[config.mk]
export PLATFORM = sky130hd
export DESIGN_NAME = mac_datapath
export DESIGN_NICKNAME = d
export VERILOG_FILES = /design/src/design/harmonics_pkg.sv /design/src/design/mac_datapath.sv
export SDC_FILE = /design/constraint.sdc
export NUM_CORES = 1
export LEC_CHECK = 0
export ABC_CLOCK_PERIOD_IN_PS = 8450
export BUFFER_PORTS_ARGS = -buffer_cell sky130_fd_sc_hd__buf_4
export CAP_MARGIN = 20
export CORE_ASPECT_RATIO = 0.9
export CORE_MARGIN = 1.5
export CORE_UTILIZATION = 25
export DETAILED_ROUTE_END_ITERATION = 7
export GPL_TIMING_DRIVEN = 0
export HOLD_SLACK_MARGIN = 0.15
export PLACE_DENSITY_LB_ADDON = 0.3
export SLEW_MARGIN = 25
export SYNTH_ARGS = -nofsm -noshare
export SYNTH_HDL_FRONTEND = slang
export SYNTH_SLANG_ARGS = --single-unit
[constraint.sdc]
create_clock -name clk_i -period 8.45 [get_ports clk_i]
set_input_delay 1.69 -clock clk_i [delete_from_list [all_inputs] [get_ports clk_i]]
set_output_delay 1.69 -clock clk_i [all_outputs]
set_load 0.03 [all_outputs]
[src/design/harmonics_pkg.sv]
package harmonics_pkg;

	// default sizes of the estimator
	localparam int HARMONICS_NUM = 26;
	localparam int IN_SERIES_NUM = 3;
	localparam int QMATH_SHIFT = 2;

	// word widths of the datapath
	localparam int DATA_W = 18;
	localparam int ACC_W = 40;

	localparam int STATE_ADDR_W = 9;
	localparam int COEF_ADDR_W = 9;

	// state memory holds x1 and x2 per harmonic with the sum after them
	localparam int STATE_SLOTS = 2;
	localparam int STATE_SUM_ADDR = STATE_SLOTS * HARMONICS_NUM;

	// coefficient memory holds cos, sin, k1, k2 per harmonic and then one sample per series
	localparam int COEF_SLOTS = 4;
	localparam int COEF_SAMPLE_BASE = COEF_SLOTS * HARMONICS_NUM;

	localparam int SLOT_W = 2;

	localparam logic [SLOT_W-1:0] X1_SLOT = 2'd0;
	localparam logic [SLOT_W-1:0] X2_SLOT = 2'd1;
	localparam logic [SLOT_W-1:0] COS_SLOT = 2'd0;
	localparam logic [SLOT_W-1:0] SIN_SLOT = 2'd1;
	localparam logic [SLOT_W-1:0] K1_SLOT = 2'd2;
	localparam logic [SLOT_W-1:0] K2_SLOT = 2'd3;
	localparam logic [SLOT_W-1:0] SUM_SLOT = 2'd0;
	localparam logic [SLOT_W-1:0] SAMPLE_SLOT = 2'd0;

	typedef logic signed [DATA_W-1:0] data_t;
	typedef logic signed [ACC_W-1:0] acc_t;

	typedef enum logic [2:0] {
		NOP,
		LOAD_MUL,
		ADD_MUL,
		SUB_MUL,
		LOAD_ERR,
		ADD_SUM,
		CLEAR_SUM
	} mac_op_e;

	// second multiplier operand
	typedef enum logic [1:0] {
		SEL_COEF,
		SEL_ERR,
		SEL_ONE
	} operand_sel_e;

	// what lands in the state memory on a write
	typedef enum logic [1:0] {
		WR_MAC,
		WR_SUM,
		WR_ZERO
	} wr_src_e;

	typedef struct packed {
		mac_op_e op;
		operand_sel_e b_sel;
		logic wr_en;
		wr_src_e wr_src;
	} ctrl_word_t;

	// common selects the shared area (sum or samples) instead of the harmonic's own slots
	typedef struct packed {
		logic common;
		logic [SLOT_W-1:0] slot;
	} slot_ptr_t;

	typedef struct packed {
		logic valid;
		logic [STATE_ADDR_W-1:0] addr;
		data_t data;
	} mem_wr_t;

	// counter width that stays legal for a count of one
	function automatic int idx_w(input int n);
		return (n > 1) ? $clog2(n) : 1;
	endfunction

endpackage

[src/design/mac_datapath.sv]
`timescale 1ns/100ps

module mac_datapath #(
	parameter int QMATH_SHIFT = harmonics_pkg::QMATH_SHIFT
) (
	input logic clk_i,
	input logic harmonics_rst,
	input harmonics_pkg::ctrl_word_t ctrl_i,
	input harmonics_pkg::data_t state_rd_i,
	input harmonics_pkg::data_t coef_rd_i,
	output harmonics_pkg::data_t result_o
);
	harmonics_pkg::ctrl_word_t ctrl_s1_q;
	harmonics_pkg::ctrl_word_t ctrl_s2_q;

	harmonics_pkg::data_t mul_a;
	harmonics_pkg::data_t mul_b;
	harmonics_pkg::acc_t prod_q;
	harmonics_pkg::data_t coef_q;

	harmonics_pkg::acc_t acc_next;
	harmonics_pkg::acc_t acc_q;
	harmonics_pkg::data_t err_q;
	harmonics_pkg::data_t sum_q;

	// arithmetic shift then keep the low DATA_W bits
	function automatic harmonics_pkg::data_t shift_wrap(input harmonics_pkg::acc_t value);
		return harmonics_pkg::data_t'(value >>> QMATH_SHIFT);
	endfunction

	// the error term pairs the gain coefficient with the error register
	always_comb begin
		mul_a = state_rd_i;
		mul_b = coef_rd_i;
		case (ctrl_i.b_sel)
			harmonics_pkg::SEL_ERR: begin
				mul_a = coef_rd_i;
				mul_b = err_q;
			end
			harmonics_pkg::SEL_ONE: mul_b = harmonics_pkg::data_t'(1);
			default: ;
		endcase
	end

	always_ff @(posedge clk_i) begin
		prod_q <= harmonics_pkg::acc_t'(mul_a) * harmonics_pkg::acc_t'(mul_b);
		coef_q <= coef_rd_i;
	end

	always_comb begin
		case (ctrl_s1_q.op)
			harmonics_pkg::LOAD_MUL: acc_next = prod_q;
			harmonics_pkg::ADD_MUL, harmonics_pkg::ADD_SUM: acc_next = acc_q + prod_q;
			harmonics_pkg::SUB_MUL: acc_next = acc_q - prod_q;
			default: acc_next = acc_q;
		endcase
	end

	always_ff @(posedge clk_i) begin
		acc_q <= acc_next;
		if (ctrl_s1_q.op == harmonics_pkg::ADD_SUM) begin
			sum_q <= sum_q + shift_wrap(acc_next);
		end
		if (ctrl_s1_q.op == harmonics_pkg::CLEAR_SUM) begin
			sum_q <= '0;
		end
		// sample minus stored sum, the sum came through the multiplier times one
		if (ctrl_s1_q.op == harmonics_pkg::LOAD_ERR) begin
			err_q <= coef_q - harmonics_pkg::data_t'(prod_q);
		end
	end

	always_ff @(posedge clk_i) begin
		if (harmonics_rst) begin
			ctrl_s1_q <= '0;
			ctrl_s2_q <= '0;
		end else begin
			ctrl_s1_q <= ctrl_i;
			ctrl_s2_q <= ctrl_s1_q;
		end
	end

	always_comb begin
		case (ctrl_s2_q.wr_src)
			harmonics_pkg::WR_MAC: result_o = shift_wrap(acc_q);
			harmonics_pkg::WR_SUM: result_o = sum_q;
			default: result_o = '0;
		endcase
	end

endmodule

==> summary.txt <==
Timing
  • Upper clock frequency limit: 122 MHz
  • Final worst path period share: 96.8%
  • RSZ-0062 raised after global routing: no
  • Slew headroom: 35.3%
  • Clock skew: 0.0160 ns
  • Worst slew pin tran: 0.943 ns
  • Final Max Slew Viols: 0
  • Setup-violating endpoint count in the final report: 0
  • Final hold viol count: 0
  • Min Clock Period, post-route: 8.18 ns

Run
  • Total of max-cap violations: 0

Place
  • Detailed placement HPWL: 32.6 mm
  • GP Congestion: 0.886
  • Placed cell count: 2189
  • Number of port buffers: 62

CTS
  • Worst-Skew Late Latency: 0.36 ns
  • Clock tree buffer depth: 2
  • Hold Buf Count CTS: 0
  • Sink Count: 101
  • H-Tree Depth: 3
  • Reg clk slew, reported paths: 0.08 ns
  • CTS tree: done
  • Number of buffers created by CTS: 9
  • Clock root cell: clkbuf_16

Logic synthesis
  • Ys async rst share: 0%
  • Predominant post-synthesis flop cell: dfxtp_1
  • Largest area contributor in the netlist: fa_1
  • Yosys reg bits: 101
  • Cell variety after synth: 63
  • Mean Syn Cell Area: 8.68 µm²
  • Synth top area cells: fa_1, dfxtp_1, ha_1
  • Synth Net Count: 1771
  • Post-synth EDFFs: 20
  • Syn Inst Count: 1455
  • Ys Warns: 0
  • Syn Std Cell Area: 12600 µm²
  • Post-synth top area share: 22.8%
  • Sequential share of the synthesized area: 17.6%

Worst setup path
  • Crit path max fanout: 10
  • Startpoint Class: input pin
  • Critical Path Max Stage Delay: 0.57 ns
  • Crit path arrival time: 8.42 ns
  • Top cell by count, worst path: fa_1
  • Crit. End Element: flop
  • Critical path class: input pin to flop
  • CP max stage cell: fa_1
  • CP required: 8.70 ns

Floorplanning
  • Row count: 77
  • Initial core utilization: 25.5%
  • Die span in x: 240 µm
  • DIE HEIGHT: 216 µm
  • Io pins: 64
  • Die area: 51900 µm²
  • Core area: 49500 µm²

Finish
  • Area grow syn2layout: 13.8%
  • Share of layout cells above drive strength 1: 10.2%
  • N_diodes: 0
  • Nets: 1847
  • Multi-input logic area: 9500 µm²
  • Final Non-Filler Cells: 2207
  • Sequential Area: 2220 µm²
  • Fillers: 5384

Min path
  • Hold WC Path Type: flop to flop

Global routing
  • Vias in the first global route: 10800
  • Grt ovf: 0
  • First-pass GRT wire length: 61.6 mm
  • Largest net degree at the start of global routing: 22
  • Total GRT Usage: 15.5%
  • Initial antenna violation count: 0

Route
  • Final ANT Viol Nets: 0
  • Routed len/inst: 17.8 µm
  • Vias: 10400
  • Number of DRC markers in iteration 0: 722
  • Detailed Route WL: 39.2 mm
  • DR pass1 iterations: 5
  • Routed vias/inst: 4.73
  • DRC violations left: 0

Run status
  • Status: complete, no violations
## layer usage
metal | vias up | part of all wire [%] | routed length, µm | track usage, %
li1 | 4963 | - | - | -
met1 | 5148 | 47 | 18400 | 21.7
met2 | 294 | 46 | 17900 | 25.0
met3 | 44 | 5.2 | 2060 | 1.95
met4 | 0 | 2.3 | 890 | 4.26
met5 | - | 0 | 0 | 0
## worst paths after layout
kind / start / to / slack [ns] / cells past startpoint
hold / removal: ctrl_s1_q[1]$_SDFF_PP0_ / ctrl_s2_q[1]$_SDFF_PP0_ / 0.45 / 1
setup reg to reg: ctrl_s1_q[6]$_SDFF_PP0_ / sum_q[17]$_SDFFE_PN0P_ / 1.74 / 26
hold reg to reg: ctrl_s1_q[1]$_SDFF_PP0_ / ctrl_s2_q[1]$_SDFF_PP0_ / 0.45 / 1
setup / recovery: ctrl_i[4] / prod_q[19]$_DFF_P_ / 0.27 / 25
## sequential cells by signal (all words and copies together), names as in the netlist
name and flops:
sum_q 18, ctrl_s2_q 2, ctrl_s1_q 5, coef_q 18
acc_q 20, err_q 18, prod_q 20
## through the flow
step	hold slack [ns]	worst slack (ns)	cell area, µm²	util, %	TNS (ns)
after detailed placement	0.433	-1.19	14000	28.2	-5.77
final	0.447	0.274	14400	29.0	0
after global routing	0.460	0.00725	14400	29.0	0
after CTS	0.452	0.0286	14400	29.0	0
after global placement	0.432	-1.14	13900	28.1	-4.99
after floorplan	0.414	0.559	12600	-	0
## cell type report
class / instances / area share, %
well taps: 671 / 5.84
flip-flops and latches: 101 / 15.5
inverters: 219 / 5.72
multi-input cells: 1091 / 66.1
plain buffers: 44 / 1.37
clock inverters: 7 / 0.600
clock buffers: 9 / 1.57
repair buffers: 65 / 3.38
## cells by family (layout without fill, tap and decap cells)
kind of cell             after synthesis  in the layout  share of synthesized area (%)
adder cells (fa/ha/maj)              270            270                           35.3
AO/OA/AOI/OAI                        265            265                           14.2
AND/OR/NAND/NOR                      402            402                           13.9
buffers and inverters                263            344                           7.88
XOR/XNOR                             110            110                           7.63
multiplexers                          44             44                           3.56
flip-flops                           101            101                           17.6
## synth_stat cells, types with 15 or more instances
master and count:
or2_2 21, fa_1 144, nor2_1 201, o22ai_1 19
nand2_1 97, clkbuf_1 33, nor2b_1 15, a22oi_1 29
ha_1 126, o21a_1 15, xnor2_1 92, nor3_1 18
o21ai_0 37, mux2i_1 37, a21oi_1 57, dfxtp_1 81
xor2_1 18, inv_1 218, a21o_1 15, edfxtp_1 20
## layout by cell type, fill, tap and decap left out, types with 12 or more instances in the layout
cell type	n
a21oi_1	57
xor2_1	18
nor2b_1	15
nand2_1	97
nand2b_1	12
a22oi_1	25
nor3_1	18
clkbuf_1	21
inv_1	218
a21o_1	15
or2_2	21
nor2_1	200
o21ai_1	12
dfxtp_1	81
edfxtp_1	20
a31oi_1	12
xnor2_1	92
ha_1	126
o21ai_0	37
buf_4	66
fa_1	144
mux2i_1	30
o21a_1	15
o22ai_1	19
## critical path, delay by kind of cell
family	cells	cell delay, ns
xor+xnor	1	0.31
buf+inv	9	1.31
compound gates	5	1.19
simple gates	2	0.18
fa+ha+maj	8	3.74
## repair_timing
| action | CTS | global route |
|---|---|---|
| pin swaps | 2 | 0 |
| gates resized for setup | 24 | 14 |
| setup buffers | 2 | 0 |
| setup endpoints to repair | 7 | 2 |
Power is left out: the tool's default activity adds up to more than one toggle a clock period on the data nets, which glitch-free logic cannot reach.
