$ cat src/design/harmonics_pkg.sv
package harmonics_pkg;

	// default sizes of the estimator
	localparam int HARMONICS_NUM = 26;
	localparam int IN_SERIES_NUM = 3;
	localparam int QMATH_SHIFT = 2;

	// word widths of the datapath
	localparam int DATA_W = 18;
	localparam int ACC_W = 40;

	localparam int STATE_ADDR_W = 9;
	localparam int COEF_ADDR_W = 9;

	// state memory holds x1 and x2 per harmonic with the sum after them
	localparam int STATE_SLOTS = 2;
	localparam int STATE_SUM_ADDR = STATE_SLOTS * HARMONICS_NUM;

	// coefficient memory holds cos, sin, k1, k2 per harmonic and then one sample per series
	localparam int COEF_SLOTS = 4;
	localparam int COEF_SAMPLE_BASE = COEF_SLOTS * HARMONICS_NUM;

	localparam int SLOT_W = 2;

	localparam logic [SLOT_W-1:0] X1_SLOT = 2'd0;
	localparam logic [SLOT_W-1:0] X2_SLOT = 2'd1;
	localparam logic [SLOT_W-1:0] COS_SLOT = 2'd0;
	localparam logic [SLOT_W-1:0] SIN_SLOT = 2'd1;
	localparam logic [SLOT_W-1:0] K1_SLOT = 2'd2;
	localparam logic [SLOT_W-1:0] K2_SLOT = 2'd3;
	localparam logic [SLOT_W-1:0] SUM_SLOT = 2'd0;
	localparam logic [SLOT_W-1:0] SAMPLE_SLOT = 2'd0;

	typedef logic signed [DATA_W-1:0] data_t;
	typedef logic signed [ACC_W-1:0] acc_t;

	typedef enum logic [2:0] {
		NOP,
		LOAD_MUL,
		ADD_MUL,
		SUB_MUL,
		LOAD_ERR,
		ADD_SUM,
		CLEAR_SUM
	} mac_op_e;

	// second multiplier operand
	typedef enum logic [1:0] {
		SEL_COEF,
		SEL_ERR,
		SEL_ONE
	} operand_sel_e;

	// what lands in the state memory on a write
	typedef enum logic [1:0] {
		WR_MAC,
		WR_SUM,
		WR_ZERO
	} wr_src_e;

	typedef struct packed {
		mac_op_e op;
		operand_sel_e b_sel;
		logic wr_en;
		wr_src_e wr_src;
	} ctrl_word_t;

	// common selects the shared area (sum or samples) instead of the harmonic's own slots
	typedef struct packed {
		logic common;
		logic [SLOT_W-1:0] slot;
	} slot_ptr_t;

	typedef struct packed {
		logic valid;
		logic [STATE_ADDR_W-1:0] addr;
		data_t data;
	} mem_wr_t;

	// counter width that stays legal for a count of one
	function automatic int idx_w(input int n);
		return (n > 1) ? $clog2(n) : 1;
	endfunction

endpackage

$ cat src/design/harmonics_sequencer.sv
`timescale 1ns/100ps

module harmonics_sequencer #(
	parameter int HARMONICS_NUM = harmonics_pkg::HARMONICS_NUM,
	parameter int IN_SERIES_NUM = harmonics_pkg::IN_SERIES_NUM
) (
	input logic clk_i,
	input logic harmonics_rst,
	input logic start_req_i,
	output logic start_ack_o,
	output harmonics_pkg::ctrl_word_t ctrl_o,
	output harmonics_pkg::slot_ptr_t state_rd_ptr_o,
	output harmonics_pkg::slot_ptr_t coef_rd_ptr_o,
	output harmonics_pkg::slot_ptr_t state_wr_ptr_o,
	output logic [harmonics_pkg::idx_w(HARMONICS_NUM)-1:0] harmonic_o,
	output logic [harmonics_pkg::idx_w(IN_SERIES_NUM)-1:0] series_o,
	output logic busy_o
);
	localparam int HARM_W = harmonics_pkg::idx_w(HARMONICS_NUM);
	localparam int SER_W = harmonics_pkg::idx_w(IN_SERIES_NUM);
	localparam logic [HARM_W-1:0] LAST_HARMONIC = HARM_W'(HARMONICS_NUM - 1);
	localparam logic [SER_W-1:0] LAST_SERIES = SER_W'(IN_SERIES_NUM - 1);
	// the sum write needs four cycles to land before the next error step reads it
	localparam logic [2:0] DRAIN_LAST = 3'd3;

	typedef enum logic [2:0] {
		ST_IDLE,
		ST_CLEAR,
		ST_ERR,
		ST_CLR_SUM,
		ST_HARM,
		ST_SUM_WR,
		ST_DRAIN,
		ST_ACK
	} seq_state_e;

	seq_state_e state_q;
	logic [2:0] step_q;
	logic [2:0] last_step;
	logic [HARM_W-1:0] harmonic_q;
	logic [SER_W-1:0] series_q;
	logic cleared_q;

	function automatic harmonics_pkg::slot_ptr_t own_slot(
		input logic [harmonics_pkg::SLOT_W-1:0] slot
	);
		return '{common: 1'b0, slot: slot};
	endfunction

	function automatic harmonics_pkg::slot_ptr_t common_slot(
		input logic [harmonics_pkg::SLOT_W-1:0] slot
	);
		return '{common: 1'b1, slot: slot};
	endfunction

	// clearing writes two slots per harmonic, an update takes six steps
	assign last_step = (state_q == ST_CLEAR) ? 3'd1 : 3'd5;

	always_ff @(posedge clk_i) begin
		if (harmonics_rst) begin
			state_q <= ST_IDLE;
			step_q <= '0;
			harmonic_q <= '0;
			series_q <= '0;
			cleared_q <= 1'b0;
		end else begin
			case (state_q)
				ST_IDLE: begin
					if (start_req_i) begin
						state_q <= cleared_q ? ST_ERR : ST_CLEAR;
						step_q <= '0;
						harmonic_q <= '0;
						series_q <= '0;
					end
				end
				ST_CLEAR, ST_HARM: begin
					if (step_q == last_step) begin
						step_q <= '0;
						if (harmonic_q == LAST_HARMONIC) begin
							harmonic_q <= '0;
							state_q <= ST_SUM_WR;
						end else begin
							harmonic_q <= harmonic_q + 1'b1;
						end
					end else begin
						step_q <= step_q + 3'd1;
					end
				end
				ST_ERR: state_q <= ST_CLR_SUM;
				ST_CLR_SUM: state_q <= ST_HARM;
				ST_SUM_WR: state_q <= ST_DRAIN;
				ST_DRAIN: begin
					if (step_q == DRAIN_LAST) begin
						step_q <= '0;
						if (!cleared_q) begin
							// clearing pass is over so the first series starts now
							cleared_q <= 1'b1;
							state_q <= ST_ERR;
						end else if (series_q == LAST_SERIES) begin
							series_q <= '0;
							state_q <= ST_ACK;
						end else begin
							series_q <= series_q + 1'b1;
							state_q <= ST_ERR;
						end
					end else begin
						step_q <= step_q + 3'd1;
					end
				end
				ST_ACK: begin
					if (!start_req_i) begin
						state_q <= ST_IDLE;
					end
				end
				default: state_q <= ST_IDLE;
			endcase
		end
	end

	// microcode decode of the current step
	always_comb begin
		ctrl_o = '0;
		state_rd_ptr_o = '0;
		coef_rd_ptr_o = '0;
		state_wr_ptr_o = '0;
		case (state_q)
			ST_CLEAR: begin
				ctrl_o.wr_en = 1'b1;
				ctrl_o.wr_src = harmonics_pkg::WR_ZERO;
				state_wr_ptr_o = own_slot(step_q[0] ? harmonics_pkg::X2_SLOT : harmonics_pkg::X1_SLOT);
			end
			ST_ERR: begin
				ctrl_o.op = harmonics_pkg::LOAD_ERR;
				ctrl_o.b_sel = harmonics_pkg::SEL_ONE;
				state_rd_ptr_o = common_slot(harmonics_pkg::SUM_SLOT);
				coef_rd_ptr_o = common_slot(harmonics_pkg::SAMPLE_SLOT);
			end
			ST_CLR_SUM: ctrl_o.op = harmonics_pkg::CLEAR_SUM;
			ST_HARM: begin
				case (step_q)
					3'd0: begin
						ctrl_o.op = harmonics_pkg::LOAD_MUL;
						state_rd_ptr_o = own_slot(harmonics_pkg::X1_SLOT);
						coef_rd_ptr_o = own_slot(harmonics_pkg::COS_SLOT);
					end
					3'd1: begin
						ctrl_o.op = harmonics_pkg::SUB_MUL;
						state_rd_ptr_o = own_slot(harmonics_pkg::X2_SLOT);
						coef_rd_ptr_o = own_slot(harmonics_pkg::SIN_SLOT);
					end
					3'd2: begin
						// closes x1 and folds the new value into the sum
						ctrl_o.op = harmonics_pkg::ADD_SUM;
						ctrl_o.b_sel = harmonics_pkg::SEL_ERR;
						ctrl_o.wr_en = 1'b1;
						coef_rd_ptr_o = own_slot(harmonics_pkg::K1_SLOT);
						state_wr_ptr_o = own_slot(harmonics_pkg::X1_SLOT);
					end
					3'd3: begin
						// this read still sees the old x1 because its write lands three cycles later
						ctrl_o.op = harmonics_pkg::LOAD_MUL;
						state_rd_ptr_o = own_slot(harmonics_pkg::X1_SLOT);
						coef_rd_ptr_o = own_slot(harmonics_pkg::SIN_SLOT);
					end
					3'd4: begin
						ctrl_o.op = harmonics_pkg::ADD_MUL;
						state_rd_ptr_o = own_slot(harmonics_pkg::X2_SLOT);
						coef_rd_ptr_o = own_slot(harmonics_pkg::COS_SLOT);
					end
					default: begin
						ctrl_o.op = harmonics_pkg::ADD_MUL;
						ctrl_o.b_sel = harmonics_pkg::SEL_ERR;
						ctrl_o.wr_en = 1'b1;
						coef_rd_ptr_o = own_slot(harmonics_pkg::K2_SLOT);
						state_wr_ptr_o = own_slot(harmonics_pkg::X2_SLOT);
					end
				endcase
			end
			ST_SUM_WR: begin
				ctrl_o.wr_en = 1'b1;
				ctrl_o.wr_src = cleared_q ? harmonics_pkg::WR_SUM : harmonics_pkg::WR_ZERO;
				state_wr_ptr_o = common_slot(harmonics_pkg::SUM_SLOT);
			end
			default: ;
		endcase
	end

	assign start_ack_o = (state_q == ST_ACK);
	assign busy_o = (state_q != ST_IDLE);
	assign harmonic_o = harmonic_q;
	assign series_o = series_q;

endmodule

$ cat config.mk
export PLATFORM = sky130hd
export DESIGN_NAME = harmonics_sequencer
export DESIGN_NICKNAME = d
export VERILOG_FILES = /design/src/design/harmonics_pkg.sv /design/src/design/harmonics_sequencer.sv
export SDC_FILE = /design/constraint.sdc
export NUM_CORES = 1
export LEC_CHECK = 0
export BUFFER_PORTS_ARGS = -buffer_cell sky130_fd_sc_hd__buf_2
export CAP_MARGIN = 25
export CELL_PAD_IN_SITES_DETAIL_PLACEMENT = 1
export CELL_PAD_IN_SITES_GLOBAL_PLACEMENT = 2
export CORE_MARGIN = 5
export CORE_UTILIZATION = 25
export CTS_CLUSTER_SIZE = 14
export DETAILED_ROUTE_END_ITERATION = 16
export PLACE_DENSITY = 0.69
export SLEW_MARGIN = 20
export SYNTH_ARGS = -nofsm -noshare
export SYNTH_HDL_FRONTEND = slang
export SYNTH_SLANG_ARGS = --single-unit
export TNS_END_PERCENT = 100
$ cat constraint.sdc
create_clock -name clk_i -period 1.8 [get_ports clk_i]
set_input_delay 0.18 -clock clk_i [delete_from_list [all_inputs] [get_ports clk_i]]
set_output_delay 0.18 -clock clk_i [all_outputs]
set_load 0.01 [all_outputs]
==> reports/summary.log <==
[pwr] switching power 0.971 mW
[floorplan] height of the die 78.6 um
[flow_run] number of maximum-capacitance constraint violations 0
[finish] commonest cells after routing, fill and taps aside sky130_fd_sc_hd__buf_2 (26), sky130_fd_sc_hd__buf_4 (17), sky130_fd_sc_hd__nor2_1 (14), sky130_fd_sc_hd__a21oi_1 (11), sky130_fd_sc_hd__dfxtp_1 (9)
[floorplan] Rows 25
[finish] number of fill cells 594
[logic_synthesis] Post-Synthesis Cell Area 0.00118 mm2
[sta] Fin. Hold Viols 0
[routing] drt via density 5.28
[routing] Detailed Route WL 3.85 mm
[pwr] Peak supply drop 0.361 mV
[clocking] CTS tree yes
[worst_setup_path] peak fanout along the critical path 3
[global_route] number of global-route vias before repair 1371
[worst_setup_path] critical setup path kind reg2out
[pwr] proportion of power drawn by flip-flops and latches 0.205
[finish] fraction of layout instances using a drive strength above 1 0.373
[clocking] Hold-fix buffers, CTS 0
[floorplan] die outline area 0.00618 mm2
[floorplan] die boundary width 78.6 um
[clocking] CTS clk-pin slew, worst paths 70 ps
[routing] metal3 WL 168 um
[routing] highest metal layer with signal wires met4
[logic_synthesis] synth unique cells 49
[floorplan] area of the core 0.00463 mm2
[pwr] P_leak 0.662 nW
[clocking] Skew-Pair Late Insertion Delay 250 ps
[worst_setup_path] Setup crit end kind output pin
[sta] post-route clock skew 6.47 ps
[clocking] TritonCTS buffer count 3
[routing] Starting DRT DRC Count 70
[logic_synthesis] main flop type after synthesis sky130_fd_sc_hd__dfxtp_1
[clocking] master cell of the clock root buffer sky130_fd_sc_hd__clkbuf_8
[worst_setup_path] data arrival time of the worst path 1570 ps
[place] total of buffers placed on input and output ports 26
[pwr] power density of the placed cells 1330 mW/mm2
[finish] Finished Cell Area 0.00161 mm2
[clocking] number of buffers on the longest clock path 2
[global_route] pin count of the biggest net entering global routing 20
[worst_setup_path] WP data required 1620 ps
[logic_synthesis] mean instance size in the synthesized netlist 7.49 um2
[global_route] grt ovf 0
[global_route] total track usage 0.125
[run_status] run status finished clean
[routing] total iterations of the first detailed-routing run 4
[sta] number of max-slew violations in the final report 0
[finish] most common library cell in the layout ignoring fill and taps sky130_fd_sc_hd__buf_2
[pwr] switch share 0.454
[place] post-detailed-placement cell area 0.00146 mm2
[logic_synthesis] number of synthesized register bits 14
[routing] final routed DRC violation total 0
[logic_synthesis] sequential area share after synthesis 0.238
[routing] Final ANT Viol Nets 0
[routing] drt wl/cell 15.6 um
[finish] nets@finish 205
[routing] total via count after detailed routing 1305
[pwr] combinational share of power 0.646
[global_route] number of antenna violations at the first check in global routing 0
[clocking] clock tree sinks 14
[sta] worst hold-check slack 320 ps
[finish] layout overhead on the synthesized area 37.1%
[logic_synthesis] share of flip-flops with an asynchronous set or reset 0
[floorplan] Initial Utilization 0.254
[logic_synthesis] number of warnings issued by yosys 0
[finish] diode count 0
[floorplan] I/O pins 29
[sta] final worst-path cycle share 0.973
[routing] met1 WL 1.70 mm
[hold_path] class of the worst hold path in2reg
[sta] min cycle time layout 1750 ps
[sta] count of final setup violators 0
[place] RD Place Congestion 0.797
[worst_setup_path] kind of start point of the critical path register
[pwr] relative contribution of the clock network to total power 0.149
[pwr] cell internal power dissipation 1.17 mW
[global_route] global-route wire length before repair 6.32 mm
[logic_synthesis] Post-synth EDFFs 0
[routing] WL met2 1.96 mm
[sta] peak clock frequency supported by timing 0.571 GHz
[logic_synthesis] Mapped Cells 157
[clocking] H-tree depth 1
[place] total half-perimeter wirelength after legalization and detailed placement 2.93 mm
## sequential cells by signal, summed over array words and instances, names as in the netlist
signal      count
harmonic_o      5
cleared_q       1
series_o        2
state_q         3
step_q          3
## power by group through the flow
stage | Sequential (mW) | Combinational, mW | Clock, mW
floorplan | 0.408 | 0.859 | 0
finish | 0.438 | 1.38 | 0.318
global route | 0.446 | 1.53 | 0.350
detailed placement | 0.428 | 1.28 | 0
global placement | 0.422 | 1.26 | 0
CTS | 0.429 | 1.32 | 0.336
## per-layer routing
metal | vias to the layer above | track usage
met2 | 27 | 0.227
met3 | 5 | 0.0264
met5 | - | 0
li1 | 643 | -
met4 | 0 | 0.0332
met1 | 630 | 0.146
## synth_stat cells (all sizes together), types with 2 or more instances
cell | instances | area [um2]
buf | 8 | 47.6
nand4b | 2 | 17.5
nor2b | 2 | 12.5
nor2 | 15 | 56.3
nor3 | 3 | 15.0
ha | 8 | 100
nor3b | 2 | 15.0
nand4 | 3 | 18.8
a21oi | 13 | 65.1
or2 | 2 | 12.5
or4 | 3 | 22.5
inv | 7 | 26.3
nand3 | 6 | 30.0
nand3b | 2 | 15.0
o21ai | 8 | 40.0
o31ai | 2 | 15.0
o22ai | 2 | 12.5
a211oi | 4 | 30.0
or3 | 3 | 20.0
dfxtp | 14 | 280
nand2b | 6 | 37.5
nand2 | 7 | 26.3
o32ai | 2 | 17.5
o22a | 2 | 17.5
clkbuf | 6 | 22.5
mux2i | 2 | 20.0
or3b | 2 | 17.5
and2 | 3 | 18.8
a311oi | 2 | 17.5
## repair_timing
item / 4_1_cts / 5_1_grt
gates resized for setup: 12 / 17
pin swaps: 2 / 4
buffers inserted: 0 / 1
setup endpoints to repair: 7 / 13
gates cloned: 0 / 0
## critical path, stage by stage (launching register included)
cell,delay [ps]
sky130_fd_sc_hd__dfxtp_4,360
sky130_fd_sc_hd__inv_2,50
sky130_fd_sc_hd__buf_6,120
sky130_fd_sc_hd__ha_4,150
sky130_fd_sc_hd__or3_4,330
sky130_fd_sc_hd__a21oi_2,130
sky130_fd_sc_hd__nor2_1,40
sky130_fd_sc_hd__buf_2,140
## cell type report
cell class	count	area, um2	share of cell area
clock buffer	4	55.1	0.0341
inverter	8	30.0	0.0186
multi-input combinational	122	888	0.551
sequential	14	292	0.181
tap	54	67.6	0.0419
timing repair buffer	45	280	0.174
## through the flow
| stage | setup WS (ps) | instances | util | power (mW) | setup TNS, ps |
|---|---|---|---|---|---|
| final | 47.7 | 247 | 0.348 | 2.14 | 0 |
| after global routing | -1.66 | 247 | 0.348 | 2.33 | -1.66 |
| after CTS | -27.0 | 247 | 0.336 | 2.09 | -27.0 |
| after detailed placement | 20.4 | 243 | 0.315 | 1.70 | 0 |
| after global placement | 42.4 | 243 | 0.315 | 1.68 | 0 |
| after floorplan | 1.87 | 158 | - | 1.27 | 0 |
## logic make-up (layout without fill, tap and decap cells)
kind of cell,after synthesis,in the layout,share of synthesized area
adders and majority gates,8,8,0.0851
other,1,2,0.00319
and+or+nand+nor,66,66,0.322
muxes,2,2,0.0170
xor gates and xnor gates,1,1,0.00745
DFF,14,14,0.238
buffers and inverters,22,57,0.0851
AOI/OAI and AO/OA,43,43,0.242
## worst paths after layout
kind,startpoint,endpoint,slack [ps],cells after the start
min reg2reg,series_o[1],series_o[1],510,2
max reg2reg,state_q[0],harmonic_o[4],90,4
min,harmonics_rst,harmonic_o[4],320,2
max,step_q[1],ctrl_o[5],50,7
(Power assumes the default switching activity.)
