## config.mk

```make
export PLATFORM = sky130hd
export DESIGN_NAME = slot_addr_gen
export DESIGN_NICKNAME = d
export VERILOG_FILES = /design/src/design/harmonics_pkg.sv /design/src/design/slot_addr_gen.sv
export SDC_FILE = /design/constraint.sdc
export NUM_CORES = 1
export LEC_CHECK = 0
export ABC_AREA = 1
export ABC_CLOCK_PERIOD_IN_PS = 1800
export BUFFER_PORTS_ARGS = -buffer_cell sky130_fd_sc_hd__buf_2
export CAP_MARGIN = 20
export CORE_AREA = 3 3 40 42
export DETAILED_ROUTE_END_ITERATION = 10
export DIE_AREA = 0 0 43 45
export PLACE_DENSITY = 0.48
export SLEW_MARGIN = 20
export SYNTH_ARGS = -nofsm -noshare
export SYNTH_HDL_FRONTEND = slang
export SYNTH_SLANG_ARGS = --single-unit
```

## constraint.sdc

```tcl
create_clock -name clk_i -period 1.8 [get_ports clk_i]
set_clock_uncertainty 0.05 [all_clocks]
set_input_delay 0.36 -clock clk_i [delete_from_list [all_inputs] [get_ports clk_i]]
set_output_delay 0.36 -clock clk_i [all_outputs]
set_load 0.02 [all_outputs]
```

## src/design/harmonics_pkg.sv

```systemverilog
package harmonics_pkg;

	// default sizes of the estimator
	localparam int HARMONICS_NUM = 26;
	localparam int IN_SERIES_NUM = 3;
	localparam int QMATH_SHIFT = 2;

	// word widths of the datapath
	localparam int DATA_W = 18;
	localparam int ACC_W = 40;

	localparam int STATE_ADDR_W = 9;
	localparam int COEF_ADDR_W = 9;

	// state memory holds x1 and x2 per harmonic with the sum after them
	localparam int STATE_SLOTS = 2;
	localparam int STATE_SUM_ADDR = STATE_SLOTS * HARMONICS_NUM;

	// coefficient memory holds cos, sin, k1, k2 per harmonic and then one sample per series
	localparam int COEF_SLOTS = 4;
	localparam int COEF_SAMPLE_BASE = COEF_SLOTS * HARMONICS_NUM;

	localparam int SLOT_W = 2;

	localparam logic [SLOT_W-1:0] X1_SLOT = 2'd0;
	localparam logic [SLOT_W-1:0] X2_SLOT = 2'd1;
	localparam logic [SLOT_W-1:0] COS_SLOT = 2'd0;
	localparam logic [SLOT_W-1:0] SIN_SLOT = 2'd1;
	localparam logic [SLOT_W-1:0] K1_SLOT = 2'd2;
	localparam logic [SLOT_W-1:0] K2_SLOT = 2'd3;
	localparam logic [SLOT_W-1:0] SUM_SLOT = 2'd0;
	localparam logic [SLOT_W-1:0] SAMPLE_SLOT = 2'd0;

	typedef logic signed [DATA_W-1:0] data_t;
	typedef logic signed [ACC_W-1:0] acc_t;

	typedef enum logic [2:0] {
		NOP,
		LOAD_MUL,
		ADD_MUL,
		SUB_MUL,
		LOAD_ERR,
		ADD_SUM,
		CLEAR_SUM
	} mac_op_e;

	// second multiplier operand
	typedef enum logic [1:0] {
		SEL_COEF,
		SEL_ERR,
		SEL_ONE
	} operand_sel_e;

	// what lands in the state memory on a write
	typedef enum logic [1:0] {
		WR_MAC,
		WR_SUM,
		WR_ZERO
	} wr_src_e;

	typedef struct packed {
		mac_op_e op;
		operand_sel_e b_sel;
		logic wr_en;
		wr_src_e wr_src;
	} ctrl_word_t;

	// common selects the shared area (sum or samples) instead of the harmonic's own slots
	typedef struct packed {
		logic common;
		logic [SLOT_W-1:0] slot;
	} slot_ptr_t;

	typedef struct packed {
		logic valid;
		logic [STATE_ADDR_W-1:0] addr;
		data_t data;
	} mem_wr_t;

	// counter width that stays legal for a count of one
	function automatic int idx_w(input int n);
		return (n > 1) ? $clog2(n) : 1;
	endfunction

endpackage

```

## src/design/slot_addr_gen.sv

```systemverilog
`timescale 1ns/100ps

module slot_addr_gen #(
	parameter int HARMONICS_NUM = harmonics_pkg::HARMONICS_NUM,
	parameter int IN_SERIES_NUM = harmonics_pkg::IN_SERIES_NUM,
	parameter int SLOTS = harmonics_pkg::STATE_SLOTS,
	parameter int COMMON_BASE = harmonics_pkg::STATE_SUM_ADDR,
	parameter int SERIES_STEP = 0,
	parameter int ADDR_W = harmonics_pkg::STATE_ADDR_W
) (
	input logic clk_i,
	input harmonics_pkg::slot_ptr_t ptr_i,
	input logic [harmonics_pkg::idx_w(HARMONICS_NUM)-1:0] harmonic_i,
	input logic [harmonics_pkg::idx_w(IN_SERIES_NUM)-1:0] series_i,
	output logic [ADDR_W-1:0] addr_o
);
	logic [ADDR_W-1:0] harmonic_addr;
	logic [ADDR_W-1:0] common_addr;

	// each harmonic owns SLOTS consecutive words from address zero
	assign harmonic_addr = ADDR_W'(harmonic_i) * ADDR_W'(SLOTS) + ADDR_W'(ptr_i.slot);

	// the common area can advance with the series index, as the samples do
	assign common_addr = ADDR_W'(COMMON_BASE) + ADDR_W'(ptr_i.slot)
		+ ADDR_W'(series_i) * ADDR_W'(SERIES_STEP);

	always_ff @(posedge clk_i) begin
		addr_o <= ptr_i.common ? common_addr : harmonic_addr;
	end

endmodule

```

==> impl_results.md, run 1 <==
- Tot GR Track Use: 0.06078
- GRT overflow: 0
- Hold Path End: addr_o[0]
- Commonest non-fill, non-tap cells in the layout: 15 x buf_2, 7 x dfxtp_1, 5 x nand2_1, 5 x nand3_1
- Initial Utilization: 0.2132
- Max Cap Viol: 0
- Achievable clock frequency: about 880 MHz
- Site Rows: 13
- Placed cell count: 60
- Largest family of logic cells by synthesized area: simple AND/OR/NAND/NOR gates
- DRT Wirelength: just over 500 um
- Pin count of the biggest net entering global routing: 6
- Synth cell types: 11
- Vias: 246
- Area of the core: roughly 1300 um^2
- CP Max Fanout: 3
- Cell taking the most area after synthesis: dfxtp_1
- Setup ws final: between 0.6 and 0.7 ns
- HP Start: ptr_i[0]
- Initial antenna violation count: 0
- IO buf count: 15
- Syn avg cell area: about 8.8 um^2
- Vias in the first global route: ~210
- Startpoint types: input pin
- Synthesized flop and latch total: 7
- Final net count: 63
- Vias per Instance: 3.844
- Synth Area in Compound Gates: 0
- CTS Buffer Depth: 2
- Post-Synth XOR/XNOR Area: 0.03196
- CTS Root Cell: clkbuf_4
- Simple-gate share of the synthesized area: 0.2557
- Post CTS Setup Buffer Count: 0
- Outcome: finished clean
- CTS tree: built
- Hpwl dp: 446.9 um
- Total CTS buffers: 3
- Period utilization: 0.6314
- Post-synthesis cell count: 31
- Clock tree sinks: 7
- Share of the synthesized area in the top cell type: 0.5114
- Final setup vio count: 0
- Fin Setup TNS: 0 ns
- Number of routed nets with antenna violations: 0
- Ant diodes: 0
- DR WL/cell: roughly 8.1 um
- Area growth syn-to-layout: 39.73%
- Largest register FFs: 7
- RSZ-0062 raised after global routing: false
- Max Slew Vio Count: 0
- Pleak: 0.2011 nW
- Power Density: about 940 nW/um^2
- Total die area: just under 2000 um^2
- Synth Area in Adders: 0.09132
- Final Hold Viols: 0
- Layout cells sized above 1: 0.3878
- Worst path arrival time: 1.22 ns
- Synth warn: 0
- Die height: about 45 um
- Hold-fix buffers, CTS: 0
- Routability cong.: ~0.61
- Detailed-route DRC error count: 0
- Minimum clock period: 1.137 ns
- First-pass GRT wire length: 793 um
- Mux share of post-synthesis cell area: 0
- Cell Count, Final, Fillers Out: between 60 and 70
- H-tree levels: 1
- Initial DRC count: 0
- Dpl ws: between 0.4 and 0.5 ns
- Setup Crit Path Kind: in -> reg
- Seq/Total Area, Yosys: 0.5114
- Hold Crit Class: in -> reg
- Largest regs: addr_o x7
- Mapped cell area: roughly 270 um^2
- Die W: ~43 um
- Most common cell after layout, fill and taps aside: buf_2
- Worst IR drop on VDD: 0.1394 mV
- TritonRoute pass-1 iters: 1
- Synth area leaders: dfxtp_1 51%, ha_1 9.1%, nand3_1 9.1%
- Hold Slack: approximately 0.17 ns
- Hold depth: 1
- CTS clk-pin slew, worst paths: around 0.050 ns
- Top reg by flops: addr_o
- Worst endpoint required time: 1.88 ns
- Top Ports: 20
- # resized after CTS: 0
- Crit end category: flop
-- layer usage --
layer  global-route usage  vias up  wire, um  share of wire
met4              0.09036        0        10          0.019
met5                    0        -         0              0
li1                     -      132         -              -
met2               0.1138        9       289           0.56
met3              0.01195        2        52           0.10
met1              0.04096      103       166           0.32
-- where the power goes --
| part | switching, mW | internal (mW) |
|---|---|---|
| clock | 0.0523 | 0.0842 |
| sequential | 0.00173 | 0.165 |
| combinational | 0.0346 | 0.0211 |
| total | 0.0886 | 0.270 |
-- layout make-up --
cell class / count / area (um^2)
timing repair buffer: 15 / 75.07
fill: 148 / 902.1
clock buffer: 4 / 26.28
tap: 15 / 18.77
inverter: 3 / 11.26
sequential: 7 / 140.1
multi-input combinational: 20 / 111.4
-- cell families (layout without fill, tap and decap cells) --
family,after synthesis,in the layout
buffers and inverters,5,22
adders and majority gates,2,2
other,1,2
DFF,7,7
xor gates and xnor gates,1,1
and+or+nand+nor,15,15
-- cell usage after synthesis --
cell,number
inv_1,3
nand4_1,2
dfxtp_1,7
conb_1,1
ha_1,2
or2_2,1
buf_4,2
xnor2_1,1
nand3_1,5
nand2_1,5
nor2_1,2
-- worst max path at each step --
stage / cells past startpoint / startpoint / end
finish: 4 / ptr_i[1] / addr_o[2]
global route: 4 / ptr_i[1] / addr_o[2]
CTS: 4 / ptr_i[1] / addr_o[2]
detailed placement: 4 / ptr_i[1] / addr_o[2]
global placement: 4 / ptr_i[1] / addr_o[2]
floorplan: 3 / ptr_i[1] / addr_o[2]
-- per-stage QoR --
step / utilization / power (mW) / instance area, um^2
CTS: 0.2980 / 0.3666 / 382.9
global route: 0.2980 / 0.3808 / 382.9
global placement: 0.2775 / 0.2257 / 356.6
floorplan: - / 0.2049 / 277.8
finish: 0.2980 / 0.3589 / 382.9
detailed placement: 0.2775 / 0.2262 / 356.6
-- worst max-delay path, cell delays in order --
cell,delay (ns)
buf_2,0.11
ha_1,0.22
ha_1,0.27
or2_2,0.26
(Power assumes the default switching activity.)
==> inputs of run 2 (changes only) <==
ABC_CLOCK_PERIOD_IN_PS = 900   (was 1800)
PLACE_DENSITY = 0.5   (was 0.48)
clock period = 0.9 ns   (was 1.8 ns; I/O delays follow)
==> run 2 against run 1 <==
The run now ends with setup timing left. Power is 120% higher. Clock-buffer cell count stayed put. Sequential power is 100% higher. First-iteration DRC count is 7 higher. Hold slack worse by 0.096 ns. Routed wire length is 0.58% lower. Via count is 5.3% higher.
==> impl_results.md, run 2 (synthesized netlist as in run 1, its figures left out) <==
- Vias: 259 (+5.3%)
- Initial DRC count: 7 (+7)
- Final setup vio count: 7 (+7)
- Total die area: 1935 um^2 (unchanged)
- Final net count: 66 (+4.8%)
- Top reg by flops: addr_o
- TritonRoute pass-1 iters: 4 (+3)
- Comb pwr share: 0.200 (+0.045)
- Critical path's top delay family: flip-flops
- Pin count of the biggest net entering global routing: 6 (unchanged)
- HP Start: ptr_i[2]
- Power Density: 1585 nW/um^2 (+69%)
- Slowest stage cell, crit path: dfxtp_2
- Reg power frac: 0.442 (-0.022)
- Startpoint types: flop
- Setup Crit Path Kind: reg -> out
- GRT overflow: 0 (unchanged)
- Sw frac: 0.2462 (-0.0006532)
- Crit path largest cell delay: 0.31 ns (+0.04 ns)
- Placed Area: 399.1 um^2 (+12%)
- Initial antenna violation count: 0 (unchanged)
- DRT Wirelength: 516 um (-0.58%)
- Total CTS buffers: 3 (unchanged)
- CTS clk-pin slew, worst paths: 0.05 ns (about the same)
- Max Slew Vio Count: 0 (unchanged)
- Hold Slack: 0.07372 ns (-0.09619 ns)
- Final Hold Viols: 0 (unchanged)
- Pleak: 0.2303 nW (+15%)
- Area of the core: 1285 um^2 (unchanged)
- Setup ws final: -0.006878 ns (-0.6703 ns)
- Detailed-route DRC error count: 0 (unchanged)
- CTS tree: built
- Fin Setup TNS: -0.03161 ns (-0.03161 ns)
- Achievable clock frequency: ~1100 MHz
- CTS Root Cell: clkbuf_4
- Commonest non-fill, non-tap cells in the layout: 8 x buf_2, 7 x dfxtp_2, 7 x buf_6, 5 x nand2_1, 5 x nand3_1
- Crit end category: output port
- Vias in the first global route: 240 (+15%)
- Buf/Inv on CP: 1 (unchanged)
- Sw power: 0.1904 mW (+110%)
- Tot GR Track Use: 0.06672 (+0.005940)
- H-tree levels: 1 (unchanged)
- Clock tree sinks: 7 (unchanged)
- Outcome: finished with violations
- Period utilization: 1.008
- Worst endpoint required time: 0.67 ns (-1.21 ns)
- Hpwl dp: 435.7 um (-2.5%)
- Worst IR drop on VDD: 0.9776 mV (+600%)
- Failing checks: setup timing
- Hold Path End: addr_o[3]
- Ant diodes: 0 (unchanged)
- Post CTS Setup Buffer Count: 0 (unchanged)
- Area growth syn-to-layout: 78.08%
- Vias per Instance: 3.866 (+0.57%)
- Tot Pwr: 0.7735 mW (+120%)
- CP Max Fanout: 1 (-2)
- Cells along the critical path: buf_6
- First-pass GRT wire length: 917 um (+16%)
- Top Ports: 20 (unchanged)
- Die W: 43 um (unchanged)
- Die height: 45 um (unchanged)
- DR WL/cell: 7.701 um (-5.0%)
- CTS Buffer Depth: 2 (unchanged)
- Largest register FFs: 7 (unchanged)
- Minimum clock period: 0.9069 ns
- Number of routed nets with antenna violations: 0 (unchanged)
- Util after Layout: 0.3797 (+0.08179)
- Initial Utilization: 0.2132 (unchanged)
- Hold Crit Class: in -> reg
- Most common cell after layout, fill and taps aside: buf_2
- Layout cells sized above 1: 0.5769 (+0.1892)
- Cell area after layout: 488.0 um^2 (+27%)
- Hold depth: 2 (+1)
- Max Cap Viol: 0 (unchanged)
- Int Pwr: 0.5831 mW (+120%)
- RSZ-0062 raised after global routing: true
- Largest regs: addr_o x7
- Site Rows: 13 (unchanged)
- Clock share of power: 0.358 (-0.022)
- IO buf count: 15 (unchanged)
- Worst path arrival time: 0.68 ns (-0.54 ns)
- Fill count: 136 (-8.1%)
- Routability cong.: 0.5969 (-1.5%)
## run 2: cell types whose count changed in the layout (fill, tap and decap cells not counted)
cell | before | now
ha_4 | 0 | 2
dlygate4sd3_1 | 0 | 1
buf_2 | 15 | 8
ha_1 | 2 | 0
dfxtp_1 | 7 | 0
or2_2 | 1 | 0
or2_4 | 0 | 1
dfxtp_2 | 0 | 7
buf_4 | 0 | 2
buf_6 | 0 | 7
## run 2: area by class of cell
cell class                      count  area [um^2]  area share
Sequential cell                     7        148.9      0.3051
Timing Repair Buffer               18        143.9      0.2949
Multi-Input combinational cell     20        138.9      0.2846
Clock buffer                        4        26.28     0.05385
Tap cell                           15        18.77     0.03846
Inverter                            3        11.26     0.02308
## run 2: worst max path at each step
stage / startpoint / endpoint / slack, ns / cells after the start
floorplan: ptr_i[1] / addr_o[2] / -0.002 / 3
global placement: ptr_i[1] / addr_o[2] / -0.15 / 4
detailed placement: ptr_i[1] / addr_o[2] / -0.15 / 4
CTS: addr_o[4] / addr_o[4] / -0.02 / 1
global route: addr_o[1] / addr_o[1] / -0.03 / 1
finish: addr_o[1] / addr_o[1] / -0.007 / 1
## run 2: metrics by stage
step,setup slack [ns],instances
6_report,-0.006878,67
5_1_grt,-0.03332,67
4_1_cts,-0.01742,67
3_5_place_dp,-0.1529,62
3_3_place_gp,-0.1491,62
2_1_floorplan,-0.001670,32
## run 2: power groups by stage
stage / registers [mW] / clock network, mW / logic (mW)
4_1_cts: 0.343 / 0.288 / 0.158
5_1_grt: 0.344 / 0.306 / 0.173
6_report: 0.342 / 0.277 / 0.155
2_1_floorplan: 0.366 / 0 / 0.0527
3_5_place_dp: 0.340 / 0 / 0.132
3_3_place_gp: 0.340 / 0 / 0.133
## run 2: timing repair
action                     CTS  global route
setup endpoints to repair    7             7
hold endpoints to repair     1             0
resized for setup           21             0
pin swaps                    0             0
hold buffers                 1             0
## run 2: routing by layer
layer	wire, um	vias to the layer above	share of wire	track usage
li1	-	139	-	-
met1	232	107	0.45	0.07264
met2	203	13	0.39	0.08683
met3	80	0	0.16	0.07171
met4	0	0	0	0.01807
met5	0	-	0	0
==> inputs of run 3 (changes only) <==
CTS_BUF_LIST = sky130_fd_sc_hd__clkbuf_4 sky130_fd_sc_hd__clkbuf_8   (was not set)
==> run 3 against run 2 <==
The flow still finishes with violations (setup timing). Clock power is 11% higher. Non-clock buffer count stayed put. First-iteration DRC count is 14% lower. Design area is 0.77% higher. Sequential power hardly changed. Via count is 1.2% lower. Hold slack hardly changed. Routed wire length is 0.78% higher. Die area stayed put. Critical path depth stayed put. Utilization is 0.29 points higher. Critical path type unchanged.
==> impl_results.md, run 3 (synthesized netlist as in run 1, its figures left out) <==
- Outcome: finished with violations
- Failing checks: setup timing
- H-tree levels: 1 (unchanged)
- Placed Area: 399.1 um^2 (unchanged)
- Worst IR drop on VDD: 1.093 mV (+12%)
- Fill count: 134 (-1.5%)
- Clock tree sinks: 7 (unchanged)
- Detailed-route DRC error count: 0 (unchanged)
- Crit end category: output port
- Dpl ws: -0.1529 ns (unchanged)
- Critical Path Source: addr_o[1]
- IO buf count: 15 (unchanged)
- CP Max Fanout: 1 (unchanged)
- Post CTS Setup Buffer Count: 0 (unchanged)
- Area of the core: 1285 um^2 (unchanged)
- Die W: 43 um (unchanged)
- First-pass GRT wire length: 917 um (unchanged)
- Top Ports: 20 (unchanged)
- Vias in the first global route: 240 (unchanged)
- Period utilization: 1.007 (about the same)
- GRT overflow: 0 (unchanged)
- Critical Path Sink: addr_o[1]
- DR WL/cell: 7.761 um (+0.78%)
- Hold Slack: 0.07343 ns (-0.0002863 ns)
- Sw power: 0.1905 mW (about the same)
- Largest regs: addr_o x7
- Final Hold Viols: 0 (unchanged)
- Vias per Instance: 3.821 (-1.2%)
- Sw frac: 0.2371 (-0.009109)
- Routability cong.: 0.5969 (unchanged)
- Max Slew Vio Count: 0 (unchanged)
- Final net count: 66 (unchanged)
- Cells along the critical path: buf_6
- Reg power frac: 0.426 (-0.016)
- Achievable clock frequency: 1103 MHz (about the same)
- Initial Utilization: 0.2132 (unchanged)
- Clock share of power: 0.382 (+0.024)
- Total die area: 1935 um^2 (unchanged)
- Critical Path Stages: 1 (unchanged)
- Total CTS buffers: 3 (unchanged)
- Crit path largest cell delay: 0.31 ns (about the same)
- Initial DRC count: 6 (-1)
- Setup Crit Path Kind: reg -> out
- Pleak: 0.2338 nW (+1.5%)
- Initial antenna violation count: 0 (unchanged)
- Worst endpoint required time: 0.67 ns (about the same)
- CTS tree: built
- Layout cells sized above 1: 0.5962 (+0.01923)
- CTS Buffer Depth: 2 (unchanged)
- Max Cap Viol: 0 (unchanged)
- Power Density: 1634 nW/um^2 (+3.1%)
- Ant diodes: 0 (unchanged)
- Tot GR Track Use: 0.06672 (unchanged)
- Area growth syn-to-layout: 79.45%
- RSZ-0062 raised after global routing: true
- Slowest stage cell, crit path: dfxtp_2
- CTS clk-pin slew, worst paths: 0.05 ns (about the same)
- Final setup vio count: 7 (unchanged)
- Hold Crit Class: in -> reg
- Buf/Inv on CP: 1 (unchanged)
- Fin Setup TNS: -0.02788 ns (+0.003731 ns)
- Setup ws final: -0.006540 ns (+0.0003378 ns)
- Die height: 45 um (unchanged)
- TritonRoute pass-1 iters: 4 (unchanged)
- DRT Wirelength: 520 um (+0.78%)
- Site Rows: 13 (unchanged)
- Most common cell after layout, fill and taps aside: buf_2
- CTS Root Cell: clkbuf_4
- Largest register FFs: 7 (unchanged)
- Worst path arrival time: 0.68 ns (about the same)
- Startpoint types: flop
- Vias: 256 (-1.2%)
- Int Pwr: 0.6131 mW (+5.2%)
- Critical path's top delay family: flip-flops
- Cell area after layout: 491.7 um^2 (+0.77%)
- Minimum clock period: 0.9065 ns (-0.0003378 ns)
- Placed cell count: 62 (unchanged)
- Commonest non-fill, non-tap cells in the layout: 8 x buf_2, 7 x dfxtp_2, 7 x buf_6, 5 x nand2_1, 5 x nand3_1
- Comb pwr share: 0.192 (-0.008)
- Hpwl dp: 435.7 um (unchanged)
- Number of routed nets with antenna violations: 0 (unchanged)
- Top reg by flops: addr_o
- Cell Count, Final, Fillers Out: 67 (unchanged)
- Pin count of the biggest net entering global routing: 6 (unchanged)
==> run 3: worst min-delay path by stage <==
stage / from / end / slack [ns] / cells after the start
5_1_grt: ptr_i[2] / addr_o[3] / 0.07 / 2
6_report: ptr_i[2] / addr_o[3] / 0.07 / 2
3_5_place_dp: ptr_i[0] / addr_o[0] / 0.24 / 1
4_1_cts: ptr_i[2] / addr_o[3] / 0.07 / 2
2_1_floorplan: ptr_i[0] / addr_o[0] / 0.16 / 0
3_3_place_gp: ptr_i[0] / addr_o[0] / 0.24 / 1
==> run 3: repair_timing <==
item / 4_1_cts / 5_1_grt
endpoints found under the setup margin: 7 / 7
gates resized for setup: 21 / 0
hold endpoints to repair: 1 / 0
hold buffers: 1 / 0
gates cloned: 0 / 0
==> run 3: area by class of cell <==
class / count / area (um^2) / area share
tap: 15 / 18.77 / 0.03817
multi-input combinational: 20 / 138.9 / 0.2824
clock buffer: 4 / 30.03 / 0.06107
timing repair buffer: 18 / 143.9 / 0.2926
inverter: 3 / 11.26 / 0.02290
sequential: 7 / 148.9 / 0.3028
==> run 3: per-layer routing <==
metal,part of all wire,GRT usage,routed length [um],vias up
met3,0.15,0.07171,80,0
met2,0.39,0.08683,203,13
li1,-,-,-,138
met4,0,0.01807,0,0
met5,0,0,0,-
met1,0.45,0.07264,236,105
==> run 3: stage by stage <==
stage | total power [mW] | utilization
floorplan | 0.4189 | -
global placement | 0.4728 | 0.3106
detailed placement | 0.4719 | 0.3106
CTS | 0.8194 | 0.3827
global route | 0.8554 | 0.3827
finish | 0.8037 | 0.3827
==> run 3: power groups by stage <==
stage,clock (mW),combinational (mW),sequential [mW]
2_1_floorplan,0,0.0527,0.366
5_1_grt,0.339,0.173,0.344
3_5_place_dp,0,0.132,0.340
6_report,0.307,0.155,0.342
4_1_cts,0.319,0.158,0.343
3_3_place_gp,0,0.133,0.340
